--- src/verilog/rvIsaPkg.sv ---
// RV32 opcode and funct3 encodings
// Immediate format codes and instruction classes
`default_nettype none

package rvIsaPkg;

    typedef logic [6:0] opcodeT;  // Instr[6:0]
    typedef logic [2:0] funct3T;  // Instr[14:12]
    typedef logic [1:0] immSrcT;  // Immediate extender select

    // Major opcodes handled by the core
    localparam opcodeT opLoad   = 7'b0000011;  // lw
    localparam opcodeT opStore  = 7'b0100011;  // sw
    localparam opcodeT opRType  = 7'b0110011;  // add sub and or slt
    localparam opcodeT opIType  = 7'b0010011;  // addi andi ori slti
    localparam opcodeT opJal    = 7'b1101111;
    localparam opcodeT opBranch = 7'b1100011;  // Only beq supported

    // funct3 of the ALU group
    localparam funct3T f3AddSub = 3'b000;  // funct7 bit 5 picks sub
    localparam funct3T f3Slt    = 3'b010;
    localparam funct3T f3Or     = 3'b110;
    localparam funct3T f3And    = 3'b111;

    // Immediate formats
    localparam immSrcT immI = 2'd0;  // Instr[31:20]
    localparam immSrcT immS = 2'd1;  // Split store offset
    localparam immSrcT immB = 2'd2;  // Branch offset in halfwords
    localparam immSrcT immJ = 2'd3;  // 20 bit jump offset

    // What the controller needs to know about an opcode
    typedef enum logic [2:0] {
        load,
        store,
        rType,
        iType,
        jal,
        beq,
        illegal  // Sends the FSM to Halt
    } instrClassT;

endpackage

`default_nettype wire
--- src/verilog/ctrlPkg.sv ---
// Datapath control word and its select codes
// ALU operations, fetch command format and controller states
`default_nettype none

package ctrlPkg;

    typedef logic [31:0] xlenT;      // Machine word
    typedef logic [2:0]  aluCtrlT;   // ALU operation
    typedef logic [1:0]  srcASel;    // ALU A mux
    typedef logic [1:0]  srcBSel;    // ALU B mux
    typedef logic [1:0]  resultSel;  // Result bus mux
    typedef logic [1:0]  busCodeT;   // Command code

    localparam aluCtrlT aluAdd = 3'd0;
    localparam aluCtrlT aluSub = 3'd1;
    localparam aluCtrlT aluAnd = 3'd2;
    localparam aluCtrlT aluOr  = 3'd3;
    localparam aluCtrlT aluSlt = 3'd5;

    // How the ALU op is chosen in a state
    typedef enum logic [1:0] {
        modeAdd,   // PC and address arithmetic
        modeSub,   // Branch compare
        modeFunct  // Taken from funct3 and funct7
    } aluModeT;

    localparam srcASel srcAPc    = 2'd0;
    localparam srcASel srcAOldPc = 2'd1;  // PC of the current instruction
    localparam srcASel srcARs1   = 2'd2;

    localparam srcBSel srcBRs2  = 2'd0;
    localparam srcBSel srcBImm  = 2'd1;  // Sign extended immediate
    localparam srcBSel srcBFour = 2'd2;  // Constant 4

    localparam resultSel resAluOut = 2'd0;  // ALUOut register
    localparam resultSel resData   = 2'd1;  // Memory data register

    localparam busCodeT cmdRead    = 2'd0;  // Read at the held address
    localparam busCodeT cmdSetAddr = 2'd2;  // Load address from payload

    typedef struct packed {
        busCodeT code;
        xlenT    payload;
    } busCmdT;

    // Everything the datapath receives from the controller
    typedef struct packed {
        logic             pcWrite;
        logic             adrSrc;     // 0 for PC and 1 for ALUOut
        logic             memWrite;
        logic             irWrite;
        logic             regWrite;
        resultSel         resultSrc;
        srcASel           aluSrcA;
        srcBSel           aluSrcB;
        rvIsaPkg::immSrcT immSrc;
        aluCtrlT          aluControl;
    } ctrlSignalsT;

    typedef enum logic [3:0] {
        Reset, Fetch1, Fetch2, FetchWait, Decode,
        MemAddr, MemRead, MemWB, MemWrite,
        ExecuteR, ExecuteI, AluWB, Jal, Beq,
        Halt = 4'hF  // Trap for unknown opcodes
    } fsmStateT;

endpackage

`default_nettype wire

--- src/verilog/controller.sv ---
// Control unit top level
// Classifier, ALU op decoder and main FSM
`timescale 1ns/1ps
`default_nettype none

module controller (
    input  wire                        clk,
    input  wire                        reset,
    input  wire rvIsaPkg::opcodeT      op,
    input  wire rvIsaPkg::funct3T      funct3,
    input  wire                        funct7b5,
    input  wire                        zero,
    input  wire ctrlPkg::xlenT         pc,
    input  wire                        cmdBusy,
    input  wire                        rspStb,
    output wire ctrlPkg::ctrlSignalsT  ctrl,
    output wire                        cmdStb,
    output wire ctrlPkg::busCmdT       cmdWord,
    output wire                        halted
);
    import rvIsaPkg::*;
    import ctrlPkg::*;

    wire instrClassT instrClass;
    wire immSrcT     immSrc;
    wire aluModeT    aluMode;
    wire aluCtrlT    aluControl;  // Fed back into the control word

    instrClassifier classifier (
        .op         (op),
        .instrClass (instrClass),
        .immSrc     (immSrc)
    );

    aluOpDecoder aluDec (
        .aluMode    (aluMode),
        .funct3     (funct3),
        .funct7b5   (funct7b5),
        .opBit5     (op[5]),  // Tells R-type from I-type
        .aluControl (aluControl)
    );

    mainFsm fsm (
        .clk        (clk),
        .reset      (reset),
        .instrClass (instrClass),
        .immSrc     (immSrc),
        .aluControl (aluControl),
        .zero       (zero),
        .pc         (pc),
        .cmdBusy    (cmdBusy),
        .rspStb     (rspStb),
        .aluMode    (aluMode),
        .ctrl       (ctrl),
        .cmdStb     (cmdStb),
        .cmdWord    (cmdWord),
        .halted     (halted)
    );

endmodule

`default_nettype wire

--- src/verilog/mainFsm.sv ---
// Multicycle control FSM
// Fetch commands on the command port, next-state logic and Moore control word
`timescale 1ns/1ps
`default_nettype none

module mainFsm (
    input  wire                       clk,
    input  wire                       reset,
    input  wire rvIsaPkg::instrClassT instrClass,
    input  wire rvIsaPkg::immSrcT     immSrc,
    input  wire ctrlPkg::aluCtrlT     aluControl,
    input  wire                       zero,     // ALU result is zero
    input  wire ctrlPkg::xlenT        pc,
    input  wire                       cmdBusy,
    input  wire                       rspStb,   // Instruction word arrives
    output ctrlPkg::aluModeT          aluMode,
    output ctrlPkg::ctrlSignalsT      ctrl,
    output logic                      cmdStb,
    output ctrlPkg::busCmdT           cmdWord,
    output logic                      halted
);
    import rvIsaPkg::*;
    import ctrlPkg::*;

    fsmStateT    state;
    fsmStateT    nextState;
    ctrlSignalsT stateCtrl;  // Per-state part of the control word

    always_ff @(posedge clk or posedge reset)
    begin
        if (reset)
        begin
            state <= Reset;
        end
        else
        begin
            state <= nextState;
        end
    end

    // Next state
    always_comb
    begin
        nextState = state;  // Hold unless told otherwise
        case (state)
            Reset:
                nextState = Fetch1;
            Fetch1:
            begin
                if (!cmdBusy)  // Set-address goes out this cycle
                    nextState = Fetch2;
            end
            Fetch2:
            begin
                if (!cmdBusy)  // Read goes out this cycle
                    nextState = FetchWait;
            end
            FetchWait:
            begin
                if (rspStb)
                    nextState = Decode;
            end
            Decode:
            begin
                case (instrClass)
                    load, store: nextState = MemAddr;
                    rType:       nextState = ExecuteR;
                    iType:       nextState = ExecuteI;
                    jal:         nextState = Jal;
                    beq:         nextState = Beq;
                    default:     nextState = Halt;
                endcase
            end
            MemAddr:
            begin
                if (instrClass == store)
                    nextState = MemWrite;
                else
                    nextState = MemRead;
            end
            MemRead:
                nextState = MemWB;
            ExecuteR, ExecuteI, Jal:
                nextState = AluWB;
            MemWB, MemWrite, AluWB, Beq:
                nextState = Fetch1;  // Instruction done
            Halt:
                nextState = Halt;    // Only reset leaves
            default:
                nextState = Halt;    // Unused encodings
        endcase
    end

    // ALU mode per state
    always_comb
    begin
        case (state)
            ExecuteR, ExecuteI:
                aluMode = modeFunct;
            Beq:
                aluMode = modeSub;
            default:
                aluMode = modeAdd;  // PC increment and address sums
        endcase
    end

    // Moore control outputs
    always_comb
    begin
        stateCtrl           = '0;  // No writes anywhere
        stateCtrl.resultSrc = resAluOut;
        stateCtrl.aluSrcA   = srcAPc;
        stateCtrl.aluSrcB   = srcBFour;
        case (state)
            FetchWait:
            begin
                stateCtrl.irWrite = rspStb;  // Capture the instruction word
                stateCtrl.pcWrite = rspStb;  // PC + 4 in the same cycle
            end
            Decode:
            begin
                stateCtrl.aluSrcA = srcAOldPc;  // Branch and jump target
                stateCtrl.aluSrcB = srcBImm;
            end
            MemAddr:
            begin
                stateCtrl.aluSrcA = srcARs1;  // Effective address
                stateCtrl.aluSrcB = srcBImm;
            end
            MemRead:
                stateCtrl.adrSrc = 1'b1;  // Address from ALUOut
            MemWB:
            begin
                stateCtrl.resultSrc = resData;
                stateCtrl.regWrite  = 1'b1;
            end
            MemWrite:
            begin
                stateCtrl.adrSrc   = 1'b1;
                stateCtrl.memWrite = 1'b1;
            end
            ExecuteR:
            begin
                stateCtrl.aluSrcA = srcARs1;
                stateCtrl.aluSrcB = srcBRs2;
            end
            ExecuteI:
            begin
                stateCtrl.aluSrcA = srcARs1;
                stateCtrl.aluSrcB = srcBImm;
            end
            AluWB:
                stateCtrl.regWrite = 1'b1;  // rd from ALUOut
            Jal:
            begin
                stateCtrl.aluSrcA = srcAOldPc;  // Link address
                stateCtrl.pcWrite = 1'b1;       // Target sits in ALUOut
            end
            Beq:
            begin
                stateCtrl.aluSrcA = srcARs1;
                stateCtrl.aluSrcB = srcBRs2;
                stateCtrl.pcWrite = zero;  // Taken only when equal
            end
            default:
                stateCtrl.pcWrite = 1'b0;
        endcase
    end

    // Fetch commands
    always_comb
    begin
        cmdStb  = 1'b0;
        cmdWord = '0;
        case (state)
            Fetch1:
            begin
                cmdStb          = !cmdBusy;  // Back-pressure holds the strobe
                cmdWord.code    = cmdSetAddr;
                cmdWord.payload = pc;
            end
            Fetch2:
            begin
                cmdStb       = !cmdBusy;
                cmdWord.code = cmdRead;  // Zero payload
            end
            default:
                cmdStb = 1'b0;
        endcase
    end

    assign halted = (state == Halt);

    // Merge in the decoded fields
    always_comb
    begin
        ctrl            = stateCtrl;
        ctrl.immSrc     = immSrc;      // Straight from the classifier
        ctrl.aluControl = aluControl;  // Follows aluMode
    end

endmodule

`default_nettype wire

--- src/verilog/aluOpDecoder.sv ---
// ALU operation decoder
// Maps the FSM's ALU mode and the funct fields to an ALU control code
`timescale 1ns/1ps
`default_nettype none

module aluOpDecoder (
    input  wire ctrlPkg::aluModeT  aluMode,
    input  wire rvIsaPkg::funct3T  funct3,
    input  wire                    funct7b5,
    input  wire                    opBit5,  // Set for R-type
    output ctrlPkg::aluCtrlT       aluControl
);
    import rvIsaPkg::*;
    import ctrlPkg::*;

    always_comb
    begin
        case (aluMode)
            modeAdd:
                aluControl = aluAdd;
            modeSub:
                aluControl = aluSub;  // beq compares by subtraction
            modeFunct:
            begin
                case (funct3)
                    f3AddSub:
                    begin
                        // addi with a negative immediate must not become sub
                        if (funct7b5 && opBit5)
                            aluControl = aluSub;
                        else
                            aluControl = aluAdd;
                    end
                    f3Slt:
                        aluControl = aluSlt;
                    f3Or:
                        aluControl = aluOr;
                    f3And:
                        aluControl = aluAnd;
                    default:
                        aluControl = aluAdd;  // Unsupported funct3
                endcase
            end
            default:
                aluControl = aluAdd;
        endcase
    end

endmodule

`default_nettype wire

--- src/verilog/instrClassifier.sv ---
// Opcode classifier
// Gives the instruction class and immediate format of an opcode
`timescale 1ns/1ps
`default_nettype none

module instrClassifier (
    input  wire rvIsaPkg::opcodeT op,
    output rvIsaPkg::instrClassT  instrClass,
    output rvIsaPkg::immSrcT      immSrc
);
    import rvIsaPkg::*;

    // All raw opcode compares live here
    always_comb
    begin
        instrClass = illegal;  // Unknown opcodes trap
        immSrc     = immI;
        case (op)
            opLoad:
            begin
                instrClass = load;
                immSrc     = immI;  // Base plus offset
            end
            opStore:
            begin
                instrClass = store;
                immSrc     = immS;
            end
            opRType:
            begin
                instrClass = rType;
                immSrc     = immI;  // No immediate used
            end
            opIType:
            begin
                instrClass = iType;
                immSrc     = immI;
            end
            opJal:
            begin
                instrClass = jal;
                immSrc     = immJ;
            end
            opBranch:
            begin
                instrClass = beq;
                immSrc     = immB;  // Target computed in Decode
            end
            default:
            begin
                instrClass = illegal;
                immSrc     = immI;
            end
        endcase
    end

endmodule

`default_nettype wire

--- config.mk ---
export PLATFORM = sky130hd
export DESIGN_NAME = controller
export DESIGN_NICKNAME = d
export VERILOG_FILES = /design/src/verilog/rvIsaPkg.sv /design/src/verilog/ctrlPkg.sv /design/src/verilog/controller.sv /design/src/verilog/mainFsm.sv /design/src/verilog/aluOpDecoder.sv /design/src/verilog/instrClassifier.sv
export SDC_FILE = /design/constraint.sdc
export NUM_CORES = 1
export LEC_CHECK = 0
export BUFFER_PORTS_ARGS = -buffer_cell sky130_fd_sc_hd__buf_2
export CORE_MARGIN = 2
export CORE_UTILIZATION = 34
export CTS_CLUSTER_DIAMETER = 60
export DETAILED_ROUTE_END_ITERATION = 12
export PLACE_DENSITY = 0.78
export SYNTH_ARGS = -nofsm -noshare
export SYNTH_HDL_FRONTEND = slang
export SYNTH_SLANG_ARGS = --single-unit
--- constraint.sdc ---
create_clock -name clk -period 1.5 [get_ports clk]
set_input_delay 0.075 -clock clk [delete_from_list [all_inputs] [get_ports clk]]
set_output_delay 0.075 -clock clk [all_outputs]
set_load 0.02 [all_outputs]
### Word level (Yosys, flattened, before mapping)

Cells that the tools add are included.

* memory bits (read-only): 0
* output and inout port bits: 52
* register bits after elaboration: 4
* latch bits: 0
* input port bits: 48
* bits in writable memories: 0
* logic and storage cells: 74
* memories: 0

* div/mod/pow operators: 0
* reduce and logical (&&, ||, !) cells: 17
* magnitude comparators: 0
* shift-type cells: 0
* multipliers: 0
* mux-type cells: 23
* bitwise operators: 0
* equal/unequal tests: 33
* add/sub/neg operators: 0

Operators with widths (count)
* 32-bit 2-to-1 mux: 1
* 4-bit one-hot mux with 8 select lines: 1
* 4-bit == test (second input constant): 7
* 4-bit one-hot mux with 5 select lines: 1
* 3-bit one-hot mux with 6 select lines: 1
* 4-bit by 3-bit == test with 1-bit output (second input constant): 4
* 4-bit 2-to-1 mux: 4
* 7-bit by 6-bit == test with 1-bit output (second input constant): 2
* 7-bit == test (second input constant): 2
* 2-bit OR reduction: 7
* 3-bit == test (second input constant): 4
* 2-bit one-hot mux with 2 select lines: 3
* 3-bit one-hot mux with 4 select lines: 1
* 3-bit by 2-bit == test with 1-bit output (second input constant): 3
* 4-bit by 2-bit == test with 1-bit output (second input constant): 2
* 7-bit by 2-bit == test with 1-bit output (second input constant): 1
* 7-bit by 5-bit == test with 1-bit output (second input constant): 1
* 1-bit 2-to-1 mux: 7
* 3-bit logical NOT: 2
* 2-bit inequality test (second input constant): 3
* 2-bit one-hot mux with 3 select lines: 1
* 3-bit one-hot mux with 2 select lines: 1
* 3-bit OR reduction: 2
* 5-bit OR reduction: 1
* other kinds (11): 11

### Longest topological paths before layout

* word-level depth: 6
* mapped depth: 8

### Cells and area by module

A second synthesis with hierarchy kept.

* cells, all modules: 146
* area, all modules: 1008.5 µm²

Modules (own cells, without submodules)
* mainFsm: instances 1, cells each 122, seq. area each 100.1 µm², area an instance 804.5 µm²
* instrClassifier: instances 1, cells each 13, seq. area each 0.0 µm², area an instance 107.6 µm²
* aluOpDecoder: instances 1, cells each 11, seq. area each 0.0 µm², area an instance 96.3 µm²

### Worst setup path after synthesis

OpenSTA, ideal clock, no wires.

* path type: register to output
* start: register fsm.state[1]
* end: output ctrl[1] in the netlist's numbering
* cell stages (with the launch flop): 7
* arrival time: 1.764 ns
* slack: -0.339 ns
* required time: 1.425 ns
* path through: dfrtp_1 -> buf_2 -> buf_2 -> xor2_1 -> and2_1 -> ha_1 -> nor3_1

RTL lines
* start: declaration: line mainFsm.sv:25 `fsmStateT state;`
* start signal: assignment: line mainFsm.sv:33 `state <= Reset;`
* start signal: assignment: line mainFsm.sv:37 `state <= nextState;`
* end: declaration: line controller.sv:16 `output wire ctrlPkg::ctrlSignalsT ctrl,`

==> flow_metrics.env <==
export IMPL_grt_pass1_vias=1461
export IMPL_synthFlopType="dfrtp_1"
export IMPL_cts_buffers=3
export IMPL_vias=2028
export IMPL_cp_slowest_cell="dfrtp_1"
export IMPL_dp_hpwl_um=3210
export IMPL_finalHoldViolations=0
export IMPL_syn_area_mm2=0.00108
export IMPL_report_final_slew_viol_count=0
export IMPL_critPathMaxFanout=2
export IMPL_status="finished with violations"
export IMPL_post_route_min_period_ns=1.79
export IMPL_drive_gt1_share_pct=78.7
export IMPL_switching_share_pct=46.8
export IMPL_largest_reg_flops=4
export IMPL_p_leak_nw=1.36
export IMPL_power_internal_mw=2.69
export IMPL_synth_cells=159
export IMPL_peakVddDrop_uv=1230
export IMPL_grt_ovfl_total=0
export IMPL_violations="negative setup slack"
export IMPL_clock_sinks=4
export IMPL_cp_data_required_time_ns=1.42
export IMPL_io_pins=100
export IMPL_start_util_pct=35.6
export IMPL_viasPerCell=5.88
export IMPL_cap_violations=0
export IMPL_nFillCells=111
export IMPL_synth_edf_count=0
export IMPL_die_height_um=60.3
export IMPL_path_clk_slew_ns=0.05
export IMPL_fin_ws_ns=-0.288
export IMPL_wl_per_cell_um=22.4
export IMPL_dp_slack_ns=-0.0633
export IMPL_worst_setup_path_end_kind="primary output"
export IMPL_synth_yosys_seq_area_share_pct=9.28
export IMPL_gp_congestion=0.883
export IMPL_regArea_um2=103
export IMPL_rows=20
export IMPL_power_clock_fraction_pct=3.2
export IMPL_reg2reg_to="fsm.state[2]$_DFFE_PP0P_"
export IMPL_p_switching_mw=2.37
export IMPL_rsz0062_at_grt="true"
export IMPL_combPwrFrac_pct=91.9
export IMPL_insertedDiodeCount=0
export IMPL_cellPowerDensity_mw_per_mm2=1870
export IMPL_crit_type="reg2out"
export IMPL_port_buffers=97
export IMPL_drt_iter0_drc=199
export IMPL_dieWidth_um=60.3
export IMPL_seqPwrFrac_pct=4.9
export IMPL_cp_slowest_stage_delay_ns=0.41
export IMPL_reg2reg_slack_ns=-0.18
export IMPL_setup_violations=52
export IMPL_ys_ff_latch=4
export IMPL_cts_root_buf="clkbuf_4"
export IMPL_total_power_mw=5.05
export IMPL_synth_mux_area_share_pct=1.04
export IMPL_ys_warn_count=0
export IMPL_clkLatencyLatePin_ns=0.26
export IMPL_rr_worst_depth=7
export IMPL_grt_pass1_wl_um=6290
export IMPL_multi_input_area_mm2=0.00121
export IMPL_synth_compound_area_share_pct=22.0
export IMPL_regMostFlops="fsm.state"
export IMPL_setup_tns_final_ns=-9.68
export IMPL_synth_top_family_by_area="simple AND/OR/NAND/NOR gates"
export IMPL_synthAdderAreaFrac_pct=4.64
export IMPL_arrival_ns=1.71
export IMPL_nNetsFinal=355
export IMPL_async_flop_share_pct=100
export IMPL_cts_buffer_depth=2
export IMPL_h_tree_depth=1
export IMPL_place_area_mm2=0.00184
export IMPL_routed_wl_um=7740
export IMPL_grt_max_degree=19
export IMPL_final_cell_area_mm2=0.00271
export IMPL_synth_xor_area_share_pct=1.62
export IMPL_reg_top3="fsm.state: 4 flops"
export IMPL_worstReg2RegStart="fsm.state[2]$_DFFE_PP0P_"
export IMPL_crit_path_start_kind="flip-flop"
export IMPL_core_area_mm2=0.00303
export IMPL_cp_common_cell="buf_6"
export IMPL_antenna_found_initial=0
export IMPL_ys_types=45
export IMPL_skew_ns=0.00369
export IMPL_grt_usage_pct=23.1
export IMPL_period_share_pct=119
export IMPL_hold_path_class="in2async"
export IMPL_fmax_ghz=0.559
export IMPL_crit_path_cell_trace="buf_6, xor2_2, and2_4, inv_2, ha_4, a31oi_4, nor2_4, buf_6"
export IMPL_dieArea_mm2=0.00364
export IMPL_cts_tree="yes"
export IMPL_drcViolationCount=0
export IMPL_syn_to_final_growth_pct=151
export IMPL_ant_nets=0
export IMPL_dr_pass1_iters=5
export IMPL_yosys_area_share_simple_pct=50.9
export IMPL_avgSynthCellArea_um2=6.78
[how the worst max path moves through the flow]
| stage | start | end | slack [ns] | cells past startpoint |
|---|---|---|---|---|
| floorplan | fsm.state[1]$_DFFE_PP0P_ | ctrl[1] | -0.06 | 6 |
| global placement | op[3] | fsm.state[1]$_DFFE_PP0P_ | -0.03 | 9 |
| detailed placement | op[3] | fsm.state[1]$_DFFE_PP0P_ | -0.06 | 9 |
| CTS | fsm.state[0]$_DFFE_PP0P_ | ctrl[1] | -0.20 | 6 |
| global route | fsm.state[0]$_DFFE_PP0P_ | ctrl[0] | -0.34 | 8 |
| finish | fsm.state[0]$_DFFE_PP0P_ | ctrl[0] | -0.29 | 8 |
[cells by family (layout without fill, tap and decap cells)]
logic type | count (synthesis) | in the layout
buffers and inverters | 24 | 165
muxes | 1 | 1
adders and majority gates | 4 | 4
AOI/OAI and AO/OA | 34 | 34
DFF | 4 | 4
xor gates and xnor gates | 2 | 2
other | 1 | 2
and+or+nand+nor | 89 | 89
[power by group through the flow]
stage / Sequential [mW] / Clock (mW) / Combinational (mW)
finish: 0.247 / 0.160 / 4.65
global route: 0.244 / 0.165 / 4.77
CTS: 0.209 / 0.150 / 2.75
detailed placement: 0.211 / 0 / 2.32
global placement: 0.211 / 0 / 2.30
floorplan: 0.180 / 0 / 1.57
[what timing repair did]
item | in CTS | in global routing
endpoints found under the hold margin | 4 | 0
hold buffers | 1 | 0
endpoints found under the setup margin | 45 | 50
pin swaps | 5 | 24
setup buffers | 8 | 18
cloned | 1 | 3
resized for setup | 36 | 150
[final cells by class]
type / instances / share of cell area [%]
Inverter: 11 / 1.53
Multi-Input combinational cell: 132 / 44.8
Timing Repair Buffer: 151 / 47.0
Sequential cell: 4 / 3.79
Tap cell: 44 / 2.03
Clock buffer: 3 / 0.832
[synthesized netlist by cell type (3+ instances only)]
cell type  number  area [µm²]
o22ai_1         3        18.8
a31oi_1         6        37.5
and2_1         33         206
nor2_1         12        45.0
o21ai_0         6        30.0
nand2_1        11        41.3
nor2b_1        10        62.6
nor3_1          3        15.0
buf_2           9        45.0
ha_1            4        50.1
nand2b_1        5        31.3
a21oi_1         3        15.0
dfrtp_1         4         100
inv_1          11        41.3
[per-layer routing]
layer,share of wire (%),global-route usage [%],vias to the layer above
li1,-,-,828
met1,37,23.7,952
met2,46,46.7,193
met3,11,1.52,55
met4,6.4,10.2,0
met5,0,0,-
[worst max-delay path, delay by kind of cell, from the launching register on]
family                   cells  cell delay (ns)
AO/OA/AOI/OAI                1             0.18
XOR/XNOR                     1             0.14
AND/OR/NAND/NOR              2             0.24
flip-flops                   1             0.41
buffers and inverters        3             0.32
adder cells (fa/ha/maj)      1             0.16
[cells in the final DEF, fill, tap and decap left out, types with 4 or more instances in the layout]
cell / count
buf_6: 55
nand2_4: 4
nand2b_4: 4
buf_2: 51
nor3_4: 4
inv_1: 7
nor2b_1: 6
o21ai_0: 4
nand2_1: 4
a31oi_1: 5
inv_2: 4
buf_4: 39
nor2_1: 7
and2_4: 33
[per-stage QoR]
stage          std cells  utilization, %  hold slack [ns]
2_1_floorplan        160               -           -0.159
3_3_place_gp         314            60.8          -0.0360
3_5_place_dp         314            60.8          -0.0331
4_1_cts              327            68.3            0.262
5_1_grt              345            89.4            0.284
6_report             345            89.4            0.289
(Power assumes the default switching activity.)
